<file path="src/design/cbus_cfg_pkg.sv">
/*
 * Field widths of the integer unit completion bus.
 * Imported by the type package, the source interface and the top level.
 */
`default_nettype none

package cbus_cfg_pkg;

  // Instruction id from the reorder buffer
  localparam int IID_W      = 7;

  // Exception vector
  localparam int EXPT_VEC_W = 5;

  // Trap value reported with an exception
  localparam int MTVAL_W    = 32;

  // Exception PC from the system-register unit
  localparam int EFPC_W     = 39;

endpackage

`default_nettype wire

</file>
<file path="src/design/cbus_types_pkg.sv">
/*
 * Payload types carried by the completion bus.
 * The pipe0 record is built by the source select, held by the stage
 * register and unpacked onto the retire ports by the top level.
 */
`default_nettype none

package cbus_types_pkg;

  import cbus_cfg_pkg::*;

  typedef logic [IID_W-1:0] iid_t;

  // ------------------------------------------------------------------------
  // Pipe0 completion record, 88 bits
  // ------------------------------------------------------------------------
  typedef struct packed {
    iid_t                  iid;
    logic                  abnormal;
    logic                  expt_vld;
    logic [EXPT_VEC_W-1:0] expt_vec;
    logic                  flush;
    // Only the special unit raises this
    logic                  bkpt;
    logic [MTVAL_W-1:0]    mtval;
    // Exception PC, system-register unit only
    logic                  efpc_vld;
    logic [EFPC_W-1:0]     efpc;
  } pipe0_cmplt_t;

endpackage

`default_nettype wire

</file>
<file path="src/design/cbus_src_if.sv">
/*
 * Bundle of the three pipe0 completion sources.
 * The top level drives it from its ports, the source select reads it.
 */
`default_nettype none

interface cbus_src_if import cbus_cfg_pkg::*, cbus_types_pkg::*; ();

  // Issue of an ALU or divide instruction
  logic                  idu_pipe0_sel;
  logic                  idu_div_sel;
  iid_t                  idu_pipe0_iid;

  // Special-instruction unit
  logic                  special_inst_vld;
  iid_t                  special_iid;
  logic                  special_abnormal;
  logic                  special_expt_vld;
  logic [EXPT_VEC_W-1:0] special_expt_vec;
  logic                  special_flush;
  logic                  special_bkpt;
  logic [MTVAL_W-1:0]    special_mtval;

  // System-register unit
  logic                  cp0_inst_vld;
  iid_t                  cp0_iid;
  logic                  cp0_abnormal;
  logic                  cp0_expt_vld;
  logic [EXPT_VEC_W-1:0] cp0_expt_vec;
  logic                  cp0_flush;
  logic [MTVAL_W-1:0]    cp0_mtval;
  logic                  cp0_efpc_vld;
  logic [EFPC_W-1:0]     cp0_efpc;

  modport drv (
    output idu_pipe0_sel, idu_div_sel, idu_pipe0_iid,
    output special_inst_vld, special_iid, special_abnormal, special_expt_vld,
    output special_expt_vec, special_flush, special_bkpt, special_mtval,
    output cp0_inst_vld, cp0_iid, cp0_abnormal, cp0_expt_vld, cp0_expt_vec,
    output cp0_flush, cp0_mtval, cp0_efpc_vld, cp0_efpc
  );

  modport sel (
    input idu_pipe0_sel, idu_div_sel, idu_pipe0_iid,
    input special_inst_vld, special_iid, special_abnormal, special_expt_vld,
    input special_expt_vec, special_flush, special_bkpt, special_mtval,
    input cp0_inst_vld, cp0_iid, cp0_abnormal, cp0_expt_vld, cp0_expt_vec,
    input cp0_flush, cp0_mtval, cp0_efpc_vld, cp0_efpc
  );

endinterface

`default_nettype wire

</file>
<file path="src/design/cbus_cmplt_stage.sv">
/*
 * One completion register. The valid flop follows the strobe and is
 * killed by a global flush; the payload loads on a strobe and holds
 * otherwise. Used for pipe0 with the full record and pipe1 with an iid.
 */
`default_nettype none

module cbus_cmplt_stage import cbus_types_pkg::*; #(
  parameter type payload_t = iid_t
) (
  input  logic     inst_vld_clk,
  input  logic     cpurst_b,
  input  logic     flush,
  input  logic     cmplt,
  input  payload_t src,
  output logic     vld,
  output payload_t data
);

  // ------------------------------------------------------------------------
  // Completion valid
  // ------------------------------------------------------------------------
  always_ff @(posedge inst_vld_clk or negedge cpurst_b) begin
    if (!cpurst_b) begin
      vld <= 1'b0;
    end else if (flush) begin
      vld <= 1'b0;
    end else begin
      vld <= cmplt;
    end
  end

  // ------------------------------------------------------------------------
  // Completion payload
  // ------------------------------------------------------------------------
  // Flush leaves the payload alone since the valid already hides it
  always_ff @(posedge inst_vld_clk or negedge cpurst_b) begin
    if (!cpurst_b) begin
      data <= '0;
    end else if (cmplt) begin
      data <= src;
    end
  end

endmodule

`default_nettype wire

</file>
<file path="src/design/cbus_pipe0_src_sel.sv">
/*
 * Pipe0 source merge. At most one source is valid per cycle, so each
 * record field is an AND-OR of the sources that carry it.
 */
`default_nettype none

module cbus_pipe0_src_sel import cbus_cfg_pkg::*, cbus_types_pkg::*; (
  cbus_src_if.sel src,
  output logic         cmplt,
  output pipe0_cmplt_t rec
);

  logic idu_vld;
  logic spc_vld;
  logic cp0_vld;

  // ------------------------------------------------------------------------
  // Completion strobe
  // ------------------------------------------------------------------------
  // ALU and divide issue share the pipe0 iid
  assign idu_vld = src.idu_pipe0_sel | src.idu_div_sel;
  assign spc_vld = src.special_inst_vld;
  assign cp0_vld = src.cp0_inst_vld;

  assign cmplt = idu_vld | spc_vld | cp0_vld;

  // ------------------------------------------------------------------------
  // Record select
  // ------------------------------------------------------------------------
  always_comb begin
    rec.iid      = {IID_W{idu_vld}} & src.idu_pipe0_iid
                 | {IID_W{spc_vld}} & src.special_iid
                 | {IID_W{cp0_vld}} & src.cp0_iid;

    // Issue path reports no exception state
    rec.abnormal = spc_vld & src.special_abnormal
                 | cp0_vld & src.cp0_abnormal;

    rec.expt_vld = spc_vld & src.special_expt_vld
                 | cp0_vld & src.cp0_expt_vld;

    rec.expt_vec = {EXPT_VEC_W{spc_vld}} & src.special_expt_vec
                 | {EXPT_VEC_W{cp0_vld}} & src.cp0_expt_vec;

    rec.flush    = spc_vld & src.special_flush
                 | cp0_vld & src.cp0_flush;

    rec.bkpt     = spc_vld & src.special_bkpt;

    rec.mtval    = {MTVAL_W{spc_vld}} & src.special_mtval
                 | {MTVAL_W{cp0_vld}} & src.cp0_mtval;

    // Exception PC only comes from the system-register unit
    rec.efpc_vld = cp0_vld & src.cp0_efpc_vld;
    rec.efpc     = {EFPC_W{cp0_vld}} & src.cp0_efpc;
  end

endmodule

`default_nettype wire

</file>
<file path="src/design/cbus_top.sv">
/*
 * Completion bus of the integer unit. Registers pipe0 and pipe1
 * completions for the retire unit and renames the already registered
 * pipe2 report from the branch unit.
 */
`default_nettype none

module cbus_top import cbus_cfg_pkg::*, cbus_types_pkg::*; (
  input  logic                  inst_vld_clk,
  input  logic                  cpurst_b,
  input  logic                  rtu_yy_xx_flush,
  // Issue
  input  logic                  idu_iu_rf_pipe0_sel,
  input  logic                  idu_iu_rf_div_sel,
  input  logic [IID_W-1:0]      idu_iu_rf_pipe0_iid,
  input  logic                  idu_iu_rf_pipe1_sel,
  input  logic                  idu_iu_rf_mult_sel,
  input  logic [IID_W-1:0]      idu_iu_rf_pipe1_iid,
  // Special-instruction unit
  input  logic                  special_cbus_ex1_inst_vld,
  input  logic [IID_W-1:0]      special_cbus_ex1_iid,
  input  logic                  special_cbus_ex1_abnormal,
  input  logic                  special_cbus_ex1_expt_vld,
  input  logic [EXPT_VEC_W-1:0] special_cbus_ex1_expt_vec,
  input  logic                  special_cbus_ex1_flush,
  input  logic                  special_cbus_ex1_bkpt,
  input  logic [MTVAL_W-1:0]    special_cbus_ex1_mtval,
  // System-register unit
  input  logic                  cp0_iu_ex3_inst_vld,
  input  logic [IID_W-1:0]      cp0_iu_ex3_iid,
  input  logic                  cp0_iu_ex3_abnormal,
  input  logic                  cp0_iu_ex3_expt_vld,
  input  logic [EXPT_VEC_W-1:0] cp0_iu_ex3_expt_vec,
  input  logic                  cp0_iu_ex3_flush,
  input  logic [MTVAL_W-1:0]    cp0_iu_ex3_mtval,
  input  logic                  cp0_iu_ex3_efpc_vld,
  input  logic [EFPC_W-1:0]     cp0_iu_ex3_efpc,
  // Branch unit
  input  logic                  bju_cbus_ex2_pipe2_sel,
  input  logic [IID_W-1:0]      bju_cbus_ex2_pipe2_iid,
  input  logic                  bju_cbus_ex2_pipe2_abnormal,
  input  logic                  bju_cbus_ex2_pipe2_jmp_mispred,
  input  logic                  bju_cbus_ex2_pipe2_bht_mispred,
  // To retire unit
  output logic                  iu_rtu_pipe0_cmplt,
  output logic [IID_W-1:0]      iu_rtu_pipe0_iid,
  output logic                  iu_rtu_pipe0_abnormal,
  output logic                  iu_rtu_pipe0_expt_vld,
  output logic [EXPT_VEC_W-1:0] iu_rtu_pipe0_expt_vec,
  output logic                  iu_rtu_pipe0_flush,
  output logic                  iu_rtu_pipe0_bkpt,
  output logic [MTVAL_W-1:0]    iu_rtu_pipe0_mtval,
  output logic                  iu_rtu_pipe0_efpc_vld,
  output logic [EFPC_W-1:0]     iu_rtu_pipe0_efpc,
  output logic                  iu_rtu_pipe1_cmplt,
  output logic [IID_W-1:0]      iu_rtu_pipe1_iid,
  output logic                  iu_rtu_pipe2_cmplt,
  output logic [IID_W-1:0]      iu_rtu_pipe2_iid,
  output logic                  iu_rtu_pipe2_abnormal,
  output logic                  iu_rtu_pipe2_jmp_mispred,
  output logic                  iu_rtu_pipe2_bht_mispred
);

  logic         pipe0_cmplt;
  pipe0_cmplt_t pipe0_rec;
  pipe0_cmplt_t pipe0_data;
  logic         pipe1_cmplt;

  cbus_src_if i_src_if ();

  // ------------------------------------------------------------------------
  // Pipe0
  // ------------------------------------------------------------------------
  assign i_src_if.idu_pipe0_sel    = idu_iu_rf_pipe0_sel;
  assign i_src_if.idu_div_sel      = idu_iu_rf_div_sel;
  assign i_src_if.idu_pipe0_iid    = idu_iu_rf_pipe0_iid;

  assign i_src_if.special_inst_vld = special_cbus_ex1_inst_vld;
  assign i_src_if.special_iid      = special_cbus_ex1_iid;
  assign i_src_if.special_abnormal = special_cbus_ex1_abnormal;
  assign i_src_if.special_expt_vld = special_cbus_ex1_expt_vld;
  assign i_src_if.special_expt_vec = special_cbus_ex1_expt_vec;
  assign i_src_if.special_flush    = special_cbus_ex1_flush;
  assign i_src_if.special_bkpt     = special_cbus_ex1_bkpt;
  assign i_src_if.special_mtval    = special_cbus_ex1_mtval;

  assign i_src_if.cp0_inst_vld     = cp0_iu_ex3_inst_vld;
  assign i_src_if.cp0_iid          = cp0_iu_ex3_iid;
  assign i_src_if.cp0_abnormal     = cp0_iu_ex3_abnormal;
  assign i_src_if.cp0_expt_vld     = cp0_iu_ex3_expt_vld;
  assign i_src_if.cp0_expt_vec     = cp0_iu_ex3_expt_vec;
  assign i_src_if.cp0_flush        = cp0_iu_ex3_flush;
  assign i_src_if.cp0_mtval        = cp0_iu_ex3_mtval;
  assign i_src_if.cp0_efpc_vld     = cp0_iu_ex3_efpc_vld;
  assign i_src_if.cp0_efpc         = cp0_iu_ex3_efpc;

  cbus_pipe0_src_sel i_pipe0_src_sel (
    .src   (i_src_if.sel),
    .cmplt (pipe0_cmplt),
    .rec   (pipe0_rec)
  );

  cbus_cmplt_stage #(
    .payload_t (pipe0_cmplt_t)
  ) i_pipe0_stage (
    .inst_vld_clk (inst_vld_clk),
    .cpurst_b     (cpurst_b),
    .flush        (rtu_yy_xx_flush),
    .cmplt        (pipe0_cmplt),
    .src          (pipe0_rec),
    .vld          (iu_rtu_pipe0_cmplt),
    .data         (pipe0_data)
  );

  assign iu_rtu_pipe0_iid      = pipe0_data.iid;
  assign iu_rtu_pipe0_abnormal = pipe0_data.abnormal;
  assign iu_rtu_pipe0_expt_vld = pipe0_data.expt_vld;
  assign iu_rtu_pipe0_expt_vec = pipe0_data.expt_vec;
  assign iu_rtu_pipe0_flush    = pipe0_data.flush;
  assign iu_rtu_pipe0_bkpt     = pipe0_data.bkpt;
  assign iu_rtu_pipe0_mtval    = pipe0_data.mtval;
  assign iu_rtu_pipe0_efpc_vld = pipe0_data.efpc_vld;
  assign iu_rtu_pipe0_efpc     = pipe0_data.efpc;

  // ------------------------------------------------------------------------
  // Pipe1
  // ------------------------------------------------------------------------
  // ALU and multiply issue share one iid
  assign pipe1_cmplt = idu_iu_rf_pipe1_sel | idu_iu_rf_mult_sel;

  cbus_cmplt_stage #(
    .payload_t (iid_t)
  ) i_pipe1_stage (
    .inst_vld_clk (inst_vld_clk),
    .cpurst_b     (cpurst_b),
    .flush        (rtu_yy_xx_flush),
    .cmplt        (pipe1_cmplt),
    .src          (idu_iu_rf_pipe1_iid),
    .vld          (iu_rtu_pipe1_cmplt),
    .data         (iu_rtu_pipe1_iid)
  );

  // ------------------------------------------------------------------------
  // Pipe2
  // ------------------------------------------------------------------------
  // Flopped inside the branch unit, renamed only
  assign iu_rtu_pipe2_cmplt       = bju_cbus_ex2_pipe2_sel;
  assign iu_rtu_pipe2_iid         = bju_cbus_ex2_pipe2_iid;
  assign iu_rtu_pipe2_abnormal    = bju_cbus_ex2_pipe2_abnormal;
  assign iu_rtu_pipe2_jmp_mispred = bju_cbus_ex2_pipe2_jmp_mispred;
  assign iu_rtu_pipe2_bht_mispred = bju_cbus_ex2_pipe2_bht_mispred;

endmodule

`default_nettype wire

</file>
<file path="config.mk">
export PLATFORM = sky130hd
export DESIGN_NAME = cbus_top
export DESIGN_NICKNAME = d
export VERILOG_FILES = /design/src/design/cbus_cfg_pkg.sv /design/src/design/cbus_types_pkg.sv /design/src/design/cbus_src_if.sv /design/src/design/cbus_cmplt_stage.sv /design/src/design/cbus_pipe0_src_sel.sv /design/src/design/cbus_top.sv
export SDC_FILE = /design/constraint.sdc
export NUM_CORES = 1
export LEC_CHECK = 0
export BUFFER_PORTS_ARGS = -buffer_cell sky130_fd_sc_hd__buf_2
export CAP_MARGIN = 20
export CORE_MARGIN = 2
export CORE_UTILIZATION = 37
export CTS_CLUSTER_SIZE = 16
export DETAILED_ROUTE_END_ITERATION = 10
export PLACE_DENSITY = 0.77
export SETUP_SLACK_MARGIN = 0.5
export SLEW_MARGIN = 20
export SYNTH_ARGS = -nofsm -noshare
export SYNTH_HDL_FRONTEND = slang
export SYNTH_SLANG_ARGS = --single-unit
</file>
<file path="constraint.sdc">
create_clock -name inst_vld_clk -period 0.8 [get_ports inst_vld_clk]
set_input_delay 0.08 -clock inst_vld_clk [delete_from_list [all_inputs] [get_ports inst_vld_clk]]
set_output_delay 0.08 -clock inst_vld_clk [all_outputs]
set_load 0.1 [all_outputs]
</file>
==> results of run 1 <==
-- layer usage --
layer | vias up | share of wire | GRT usage
li1 | 1727 | - | -
met5 | - | 0 | 0
met1 | 2077 | 0.34 | 0.288
met3 | 70 | 0.075 | 0.0766
met4 | 0 | 0.054 | 0.157
met2 | 252 | 0.53 | 0.484
-- cells in the mapped netlist --
| library cell | n | share of area |
|---|---|---|
| mux2_2 | 7 | 0.020 |
| buf_4 | 12 | 0.023 |
| a21oi_1 | 7 | 0.0090 |
| inv_1 | 40 | 0.039 |
| nor4_4 | 1 | 0.0055 |
| a222oi_1 | 47 | 0.12 |
| clkbuf_1 | 5 | 0.0048 |
| a22o_1 | 41 | 0.092 |
| or2_1 | 1 | 0.0016 |
| buf_6 | 13 | 0.038 |
| dfrtp_1 | 97 | 0.62 |
| dlygate4sd1_1 | 1 | 0.0023 |
| buf_2 | 6 | 0.0077 |
| or4_1 | 1 | 0.0019 |
| buf_1 | 1 | 0.00096 |
| nor2_1 | 10 | 0.0096 |
-- per-stage QoR --
| step | worst slack (ns) | util |
|---|---|---|
| global placement | -0.412 | 0.720 |
| global route | -0.479 | 0.810 |
| floorplan | -0.407 | - |
| detailed placement | -0.449 | 0.720 |
| finish | -0.442 | 0.810 |
| CTS | -0.436 | 0.780 |
-- critical path: cells and delay by family, from the launching register on --
family	cells	cell delay, ns
buf+inv	2	0.28
flops	1	0.52
-- path summary, 6_finish.rpt --
path                                   startpoint                endpoint  slack [ns]  cells past startpoint
min in group inst_vld_clk         rtu_yy_xx_flush       i_pipe0_stage.vld       -0.09                      2
max                         i_pipe1_stage.data[0]     iu_rtu_pipe1_iid[0]       -0.44                      2
min reg2reg                i_pipe0_stage.data[64]  i_pipe0_stage.data[64]        0.57                      2
max reg2reg                i_pipe0_stage.data[74]  i_pipe0_stage.data[74]       -0.39                      3
max in group asynchronous                cpurst_b  i_pipe0_stage.data[43]        0.81                      2
min                                      cpurst_b  i_pipe0_stage.data[21]       -0.30                      2
-- power by group --
part	total, uW	internal [uW]	switching [uW]	leakage, uW
combinational	6430	2650	3780	0.00269
clock	2940	1150	1790	0.0000866
sequential	5880	5490	391	0.00107
-- registers in the layout (all words and copies together) (netlist names) --
signal              cells
i_pipe0_stage.data     88
i_pipe0_stage.vld       1
i_pipe1_stage.data      7
i_pipe1_stage.vld       1
-- what timing repair did --
item	CTS	global route
setup buffers	17	15
cloned	2	3
pin swaps	45	20
setup endpoints to repair	193	193
hold endpoints to repair	187	186
resized for setup	79	30
-- layout make-up --
cell class / count / share of cell area
clock buffers: 10 / 0.0153
clock inverters: 6 / 0.00526
repair buffers: 348 / 0.469
well taps: 136 / 0.0205
flip-flops and latches: 97 / 0.335
inverters: 40 / 0.0180
multi-input cells: 115 / 0.137
-- layout by cell type, fill, tap and decap left out, drive strengths merged --
cell type | netlist | routed
clkinvlp | 0 | 1
or4 | 1 | 1
dfrtp | 97 | 97
nor2 | 10 | 10
buf | 32 | 346
clkinv | 0 | 4
or2 | 1 | 1
a21oi | 7 | 7
inv | 40 | 41
clkbuf | 5 | 12
mux2 | 7 | 7
nor4 | 1 | 1
a22o | 41 | 41
a222oi | 47 | 47
-- cells by family after synthesis --
logic type	after synthesis	synth area share
AO/OA/AOI/OAI	95	0.222
buffers and inverters	78	0.115
AND/OR/NAND/NOR	13	0.0187
multiplexers	7	0.0203
flip-flops	97	0.624
==> summary.md, run 1 <==
| Metric | Value |
|---|---|
| Outcome | `finished with violations` |
| Failing checks | `negative hold slack, negative setup slack` |
| Final Hold Slack | `-0.296 ns` |
| Clock Pin Slew Worst Setup and Hold Paths | `roughly 0.10 ns` |
| Drt drc | `0` |
| Placed cells | `approximately 700` |
| CTS tree | `yes` |
| Worst-case clock buffer depth | `2` |
| Seq/Total Area, Yosys | `0.624` |
| Fillers | `between 500 and 600` |
| Fin. max-slew vios | `0` |
| Area growth from synthesis to layout | `114%` |
| Antenna-violating nets left | `0` |
| Cells along the critical path | `buf_6 > buf_12` |
| Initial antenna violation count | `0` |
| CORE AREA | `between 10000 and 15000 um^2` |
| CP max FO | `2` |
| Clk_skew | `0 ns` |
| CP Launch Type | `flip-flop` |
| Max incr delay on CP | `around 0.52 ns` |
| RSZ-0062 raised after global routing | `yes` |
| Layout cell share with drive strength beyond 1 | `0.787` |
| Die X | `~110 um` |
| VDD IR max | `between 1 and 1.5 mV` |
| Max-Cap Viols | `0` |
| Leakage | `~0.0038 uW` |
| Routed wire length per instance | `between 20 and 25 um` |
| Pre-antenna DRT Iters | `8` |
| CP endpoint kind | `output port` |
| Pwr Density | `between 1500 and 2000 nW/um^2` |
| I/O pin total | `~280` |
| DRT Wirelength | `~16 mm` |
| Yosys cell types | `16` |
| Final Non-Filler Cells | `about 750` |
| Die H | `between 100 and 150 um` |
| Worst-Skew Late Latency | `between 0.3 and 0.4 ns` |
| Total GRT Usage | `0.272` |
| Crit path time final | `about 1.2 ns` |
| Crit Path Class | `flip-flop to output port` |
| Crit path DAT | `around 1.2 ns` |
| Multi-input gate area | `between 1000 and 1500 um^2` |
| Via count | `a little over 4000` |
| Area post-placement | `between 7000 and 8000 um^2` |
| Tcrit/Tclk final | `1.55` |
| Clk sinks | `97` |
| Final setup fails | `approximately 180` |
| Max-slew headroom | `0.674` |
| Final critical-path setup slack | `-0.442 ns` |
| Syn nets | `between 400 and 500` |
| Largest net degree at the start of global routing | `between 50 and 60` |
| Post-Syn Area per Cell | `~13 um^2` |
| Syn Inst Count | `290` |
| Synth warn | `0` |
| Post-DP HPWL | `between 10 and 15 mm` |
| Number of cell rows | `37` |
| #FFs+latches synth | `97` |
| CP max-delay cell | `dfrtp_4` |
| Final Instance Area | `~8300 um^2` |
| Worst-Margin Slew | `about 0.5 ns` |
| Overflow after GRT | `0` |
| IO buf count | `around 250` |
| Setup_tns | `-47.30 ns` |
| # H-tree levels | `3` |
| Maximum clock frequency | `0.805 GHz` |
| Pwr Total | `15200 uW` |
| Gpl congestion | `around 0.76` |
| TritonCTS Buffers | `9` |
| Vias in the first global route | `4467` |
| Nets | `780` |
| Root buf cell | `clkbuf_8` |
| Initial Utilization | `0.379` |
| Min-delay worst type | `input pin to async pin` |
| Drt via density | `~5.5` |
| First-pass GRT wire length | `about 23 mm` |
| Initial DRC Count | `approximately 350` |
| CP required | `approximately 0.72 ns` |
| Antenna cells | `0` |
| Reg area | `approximately 2800 um^2` |
| Synth Cell Area | `approximately 4000 um^2` |
| Fin. Hold Viols | `about 180` |
| Die area | `roughly 11000 um^2` |
Note: power is estimated with default switching activity, not from simulation.
==> run 2, diff against run 1 <==
--- a/config.mk
+++ b/config.mk
@@ -8,12 +8,13 @@
 export BUFFER_PORTS_ARGS = -buffer_cell sky130_fd_sc_hd__buf_2
 export CAP_MARGIN = 20
 export CORE_MARGIN = 2
-export CORE_UTILIZATION = 37
+export CORE_UTILIZATION = 39
 export CTS_CLUSTER_SIZE = 16
 export DETAILED_ROUTE_END_ITERATION = 10
-export PLACE_DENSITY = 0.77
+export PLACE_DENSITY = 0.76
 export SETUP_SLACK_MARGIN = 0.5
 export SLEW_MARGIN = 20
 export SYNTH_ARGS = -nofsm -noshare
 export SYNTH_HDL_FRONTEND = slang
+export SYNTH_HIERARCHICAL = 1
 export SYNTH_SLANG_ARGS = --single-unit
==> run 2 against run 1 <==
- the flow still finishes with violations (negative hold slack, negative setup slack)
- clock skew unchanged
- flip-flop and latch count unchanged
- final area up 17%
- die area up 11%
- via count up 7.1%
- critical endpoint is now i_pipe0_stage/data[14]
- largest cell class unchanged
==> summary.md, run 2 <==
| Metric | Value |
|---|---|
| Outcome | `finished with violations` |
| Failing checks | `negative hold slack, negative setup slack` |
| Root buf cell | `clkbuf_16` |
| Max-Cap Viols | `0` |
| Initial antenna violation count | `1` |
| Synth Cell Area | `4560 um^2` |
| Pwr Total | `roughly 18000 uW` |
| Pwr Density | `between 1500 and 2000 nW/um^2` |
| Post-DP HPWL | `11.1 mm` |
| Antenna cells | `0` |
| Crit path DAT | `around 1.5 ns` |
| Area growth from synthesis to layout | `113%` |
| Initial DRC Count | `roughly 160` |
| Vias in the first global route | `just under 5000` |
| Top Registers | `i_pipe0_stage/data (88), i_pipe1_stage/data (7)` |
| Leakage | `around 0.0046 uW` |
| Seq/Total Area, Yosys | `0.532` |
| Post-synth top area share | `0.532` |
| Routed wire length per instance | `22.6 um` |
| Top_reg_cell synth | `dfrtp_1` |
| # H-tree levels | `3` |
| Tcrit/Tclk final | `1.53` |
| Syn nets | `a little over 500` |
| Commonest cells after routing, fill and taps aside | `buf_2, buf_12, buf_6` |
| TritonCTS Buffers | `9` |
| Final Hold Slack | `-0.412 ns` |
| Crit path time final | `1.22 ns` |
| Worst-Margin Slew | `around 0.61 ns` |
| Drt via density | `5.21` |
| Cells along the critical path | `buf_6 > or4_4 > buf_12 > buf_16 > mux2_4` |
| Crit Path Class | `input pin to flip-flop` |
| Gpl congestion | `0.815` |
| Die H | `between 100 and 150 um` |
| CP max-delay cell | `or4_4` |
| Synth warn | `6` |
| Worst-case clock buffer depth | `2` |
| CTS tree | `yes` |
| CORE AREA | `between 10000 and 15000 um^2` |
| Count leader, synth | `dfrtp_1` |
| Clk_skew | `0 ns` |
| Synth top cells by count | `dfrtp_1, mux2_2, and2_1` |
| Most common cell after layout, fill and taps aside | `buf_2` |
| Pre-antenna DRT Iters | `4` |
| RSZ-0062 raised after global routing | `yes` |
| Post-Syn Area per Cell | `13.7 um^2` |
| #FFs+latches synth | `97` |
| CP max FO | `5` |
| Die area | `between 10000 and 15000 um^2` |
| CP required | `approximately 1.0 ns` |
| Most flops, register | `i_pipe0_stage/data` |
| Clock Pin Slew Worst Setup and Hold Paths | `~0.070 ns` |
| CP endpoint kind | `flip-flop` |
| Placed cells | `795` |
| Via count | `4418` |
| Top cell type by total area after synthesis | `dfrtp_1` |
| Drt drc | `0` |
| Maximum clock frequency | `0.817 GHz` |
| Post-synth EDFFs | `0` |
| IO buf count | `around 250` |
| Yosys cell types | `15` |
| Worst-Skew Late Latency | `about 0.34 ns` |
| I/O pin total | `~280` |
| Antenna-violating nets left | `0` |
| VDD IR max | `approximately 1.6 mV` |
| Largest net degree at the start of global routing | `around 90` |
| Number of cell rows | `39` |
| CP Launch Type | `input pin` |
| DRT Wirelength | `approximately 19 mm` |
| Min-delay worst type | `input pin to async pin` |
| Final setup fails | `roughly 190` |
| First-pass GRT wire length | `about 27 mm` |
| Die X | `112 um` |
| Overflow after GRT | `0` |
| Largest register FFs | `between 80 and 90` |
| Max-slew headroom | `0.597` |
| Layout cell share with drive strength beyond 1 | `0.854` |
| Nets | `869` |
| Syn Inst Count | `roughly 330` |
| Clk sinks | `97` |
| Final Non-Filler Cells | `around 850` |
| Setup WS pre-CTS | `-0.646 ns` |
| Total GRT Usage | `0.282` |
| Initial Utilization | `0.399` |
| Main area contributors after synthesis | `dfrtp_1, mux2_2, a22o_1, and2_1, mux2_4` |
| Fin. max-slew vios | `0` |
| Async S/R FF share, synth | `1.00` |
| Final critical-path setup slack | `-0.424 ns` |
| Max incr delay on CP | `0.63 ns` |
| Fin. Hold Viols | `between 100 and 150` |
run 2: cell types whose count changed after synthesis, sizes merged, moves of 7 or more:
cell / change
mux2: +88
a222oi: -47
and2: +41
inv: -40
nor2: -10
a21oi: -7
a22oi: +7
nand2: +7
o21ai: +7
run 2: per-stage QoR:
stage	utilization	instance area, um^2	TNS, ns
5_1_grt	0.852	9730	-72.16
6_report	0.852	9730	-70.41
4_1_cts	0.824	9410	-66.47
2_1_floorplan	-	5150	-46.07
3_3_place_gp	0.735	8390	-57.84
3_5_place_dp	0.735	8390	-59.82
run 2: what timing repair did:
item,in CTS,in global routing
pin swaps,2,3
endpoints found under the hold margin,106,106
gates resized for setup,109,10
gates cloned,9,7
endpoints found under the setup margin,194,194
setup buffers,8,13
run 2: worst max-delay path: cells and delay by family:
| kind | cells | cell delay (ns) |
|---|---|---|
| buf+inv | 3 | 0.43 |
| mux | 1 | 0.31 |
| simple gates | 1 | 0.63 |
run 2: cell type report:
cell class	count	area, um^2
timing repair buffer	390	4540
sequential	97	2790
multi-input combinational	202	1920
fill	529	1690
clock buffer	10	229
tap	143	179
clock inverter	6	67.6
run 2: cells by family after synthesis:
family	after synthesis	synth area share
DFF	97	0.532
AOI/OAI and AO/OA	54	0.0960
buffers and inverters	36	0.0560
and+or+nand+nor	52	0.0678
muxes	95	0.248
run 2: per-layer routing:
| layer | up-vias | share of wire | track usage |
|---|---|---|---|
| li1 | 1925 | - | - |
| met1 | 2196 | 0.36 | 0.310 |
| met2 | 240 | 0.53 | 0.518 |
| met3 | 57 | 0.076 | 0.0805 |
| met4 | 0 | 0.036 | 0.104 |
| met5 | - | 0 | 0 |
run 2: path summary, 6_finish.rpt:
path / cells after the start / startpoint / slack, ns / to
setup reg to reg: 2 / i_pipe0_stage/data[28] / -0.22 / i_pipe0_stage/data[28]
max in group asynchronous: 2 / cpurst_b / 0.69 / i_pipe0_stage/data[75]
min in group inst_vld_clk: 2 / rtu_yy_xx_flush / -0.05 / i_pipe1_stage/vld
hold reg to reg: 1 / i_pipe0_stage/data[42] / 0.58 / i_pipe0_stage/data[42]
setup / recovery: 5 / idu_iu_rf_div_sel / -0.42 / i_pipe0_stage/data[14]
hold / removal: 1 / cpurst_b / -0.41 / i_pipe0_stage/data[14]
run 2: report_power, final:
| part | leakage (uW) | internal [uW] | switching [uW] |
|---|---|---|---|
| combinational | 0.00335 | 3180 | 4140 |
| sequential | 0.00108 | 5520 | 320 |
| clock | 0.000139 | 2440 | 1990 |
| total | 0.00456 | 11100 | 6460 |
==> run 3, diff against run 2 <==
==> constraint.sdc (replaced) <==
create_clock -name inst_vld_clk -period 1.1 [get_ports inst_vld_clk]
set_input_delay 0.11 -clock inst_vld_clk [delete_from_list [all_inputs] [get_ports inst_vld_clk]]
set_output_delay 0.11 -clock inst_vld_clk [all_outputs]
set_load 0.1 [all_outputs]
==> run 3 against run 2 <==
- the flow still finishes with violations (negative hold slack, negative setup slack)
- critical path type unchanged
- wire length is 30% lower
- final area shrank 17%
- critical path depth decreased by 1
- core utilization is 14 points lower
- sequential share of layout area rose by 5.8 points
- total power down 32%
- non-clock buffer count decreased by 119
==> summary.md, run 3 (synthesis gave the netlist of run 2 again) <==
| Metric | Value |
|---|---|
| Outcome | `finished with violations` |
| Failing checks | `negative hold slack, negative setup slack` |
| Vias in the first global route | `approximately 4100` |
| Routed wire length per instance | `18.5 um` |
| Worst-Skew Late Latency | `~0.33 ns` |
| Crit. path cell count | `4` |
| Final critical-path setup slack | `-0.0544 ns` |
| Tcrit/Tclk final | `1.05` |
| Fin. Hold Viols | `a little under 100` |
| Die X | `roughly 110 um` |
| Reg2reg start | `i_pipe0_stage/data[6]` |
| Top Registers | `i_pipe0_stage/data (88), i_pipe1_stage/data (7)` |
| Clk_skew | `0 ns` |
| RSZ-0062 raised after global routing | `yes` |
| Crit path time final | `1.15 ns` |
| Crit path DAT | `1.37 ns` |
| DRT Wirelength | `~13 mm` |
| Antenna-violating nets left | `0` |
| TritonCTS Buffers | `9` |
| Pwr Density | `between 1000 and 1500 nW/um^2` |
| Root buf cell | `clkbuf_16` |
| Most flops, register | `i_pipe0_stage/data` |
| Reg2reg end | `i_pipe0_stage/data[6]` |
| Seq pwr share | `0.363` |
| Worst-case clock buffer depth | `2` |
| Initial Utilization | `0.399` |
| Clk sinks | `97` |
| Drt via density | `~5.0` |
| CP Launch Type | `input pin` |
| Die area | `between 10000 and 15000 um^2` |
| # H-tree levels | `3` |
| Cells along the critical path | `buf_2 > or4_4 > buf_12 > mux2_2` |
| Drt drc | `0` |
| Final Non-Filler Cells | `728` |
| Largest net degree at the start of global routing | `88` |
| Antenna cells | `0` |
| VDD IR max | `a little under 1 mV` |
| Most common cell after layout, fill and taps aside | `buf_2` |
| Final setup fails | `171` |
| CP max-delay cell | `or4_4` |
| Max-slew headroom | `0.617` |
| Initial antenna violation count | `0` |
| R2r setup slk | `0.08 ns` |
| Post-DP HPWL | `approximately 10 mm` |
| CTS tree | `yes` |
| Via count | `approximately 3600` |
| IO buf count | `about 250` |
| Largest register FFs | `roughly 90` |
| Max incr delay on CP | `0.58 ns` |
| Number of cell rows | `39` |
| Worst-case reg-to-reg path depth | `2` |
| Maximum clock frequency | `between 0.8 and 0.9 GHz` |
| Crit Path Class | `input pin to flip-flop` |
| Overflow after GRT | `0` |
| Fin. max-slew vios | `0` |
| I/O pin total | `around 280` |
| Die H | `between 100 and 150 um` |
| Min-delay worst type | `input pin to async pin` |
| Pre-antenna DRT Iters | `4` |
| Nets | `around 750` |
| Area post-placement | `around 7700 um^2` |
| Initial DRC Count | `100` |
| Total GRT Usage | `0.213` |
| Leakage | `~0.0037 uW` |
| First-pass GRT wire length | `roughly 21 mm` |
| Largest delay share family, worst path | `simple AND/OR/NAND/NOR gates` |
| Net Sw Frac | `0.361` |
| Pwr Total | `roughly 12000 uW` |
| CP required | `between 1 and 1.5 ns` |
| CORE AREA | `around 11000 um^2` |
| P_sw | `4310 uW` |
| Placed cells | `~710` |
| P_int | `about 7600 uW` |
| CP max FO | `48` |
| CP endpoint kind | `flip-flop` |
| Final Instance Area | `between 8000 and 9000 um^2` |
| Area growth from synthesis to layout | `77.3%` |
| Final Hold Slack | `-0.374 ns` |
| Worst-Margin Slew | `between 0.5 and 0.6 ns` |
| Layout cell share with drive strength beyond 1 | `0.821` |
| Commonest cells after routing, fill and taps aside | `buf_2, buf_12, dfrtp_4` |
| Combinational power share | `0.365` |
| Clock Pin Slew Worst Setup and Hold Paths | `roughly 0.07 ns` |
| Gpl congestion | `0.788` |
| Clock power frac | `0.272` |
| Max-Cap Viols | `0` |
| CP bufs+invs | `2` |
==> run 3: cell count changes in the layout (fill, tap and decap cells not counted), moves of 5 or more <==
cell / before / now
buf_6: 100 / 3
buf_16: 8 / 0
buf_12: 107 / 101
clkbuf_16: 15 / 9
buf_2: 151 / 156
buf_4: 16 / 11
==> run 3: power by group through the flow <==
stage	Combinational (uW)	Sequential (uW)	Clock, uW
finish	4350	4330	3250
floorplan	773	6290	0
global placement	4280	4390	0
CTS	4380	4330	3330
detailed placement	4340	4410	0
global route	4490	4370	3460
==> run 3: area by class of cell <==
| cell class | count | area (um^2) |
|---|---|---|
| fill | 772 | 3330 |
| multi-input combinational | 201 | 1880 |
| timing repair buffer | 271 | 2920 |
| tap | 143 | 179 |
| clock inverter | 5 | 62.6 |
| sequential | 97 | 2790 |
| clock buffer | 11 | 253 |
==> run 3: what timing repair did <==
action | 4_1_cts | 5_1_grt
cloned | 0 | 0
resized for setup | 2 | 1
setup buffers | 7 | 0
endpoints found under the hold margin | 102 | 100
setup endpoints to repair | 193 | 193
==> run 3: layer usage <==
metal	global-route usage	vias to the layer above	wire length, um
li1	-	1668	-
met1	0.241	1784	5050
met2	0.395	173	7140
met3	0.0594	16	1130
met4	0.0545	0	145
met5	0	-	0
==> run 3: worst max-delay path by stage <==
| stage | slack [ns] | to | start |
|---|---|---|---|
| final | -0.05 | i_pipe0_stage/data[43] | cp0_iu_ex3_inst_vld |
| after global routing | -0.07 | i_pipe0_stage/data[6] | cp0_iu_ex3_inst_vld |
| after CTS | -0.04 | iu_rtu_pipe0_mtval[11] | i_pipe0_stage/data[51] |
| after detailed placement | -0.39 | i_pipe0_stage/data[34] | cp0_iu_ex3_inst_vld |
| after global placement | -0.37 | i_pipe0_stage/data[31] | cp0_iu_ex3_inst_vld |
| after floorplan | -0.34 | i_pipe0_stage/data[27] | cp0_iu_ex3_inst_vld |
==> run 3: per-stage QoR <==
| step | hold slack [ns] | TNS, ns | util | worst slack, ns |
|---|---|---|---|---|
| floorplan | -0.186 | -20.45 | - | -0.343 |
| global placement | -0.0119 | -31.80 | 0.675 | -0.374 |
| detailed placement | -0.0101 | -33.09 | 0.675 | -0.392 |
| CTS | -0.375 | -3.36 | 0.708 | -0.0399 |
| global route | -0.371 | -7.62 | 0.708 | -0.0726 |
| finish | -0.374 | -3.49 | 0.708 | -0.0544 |
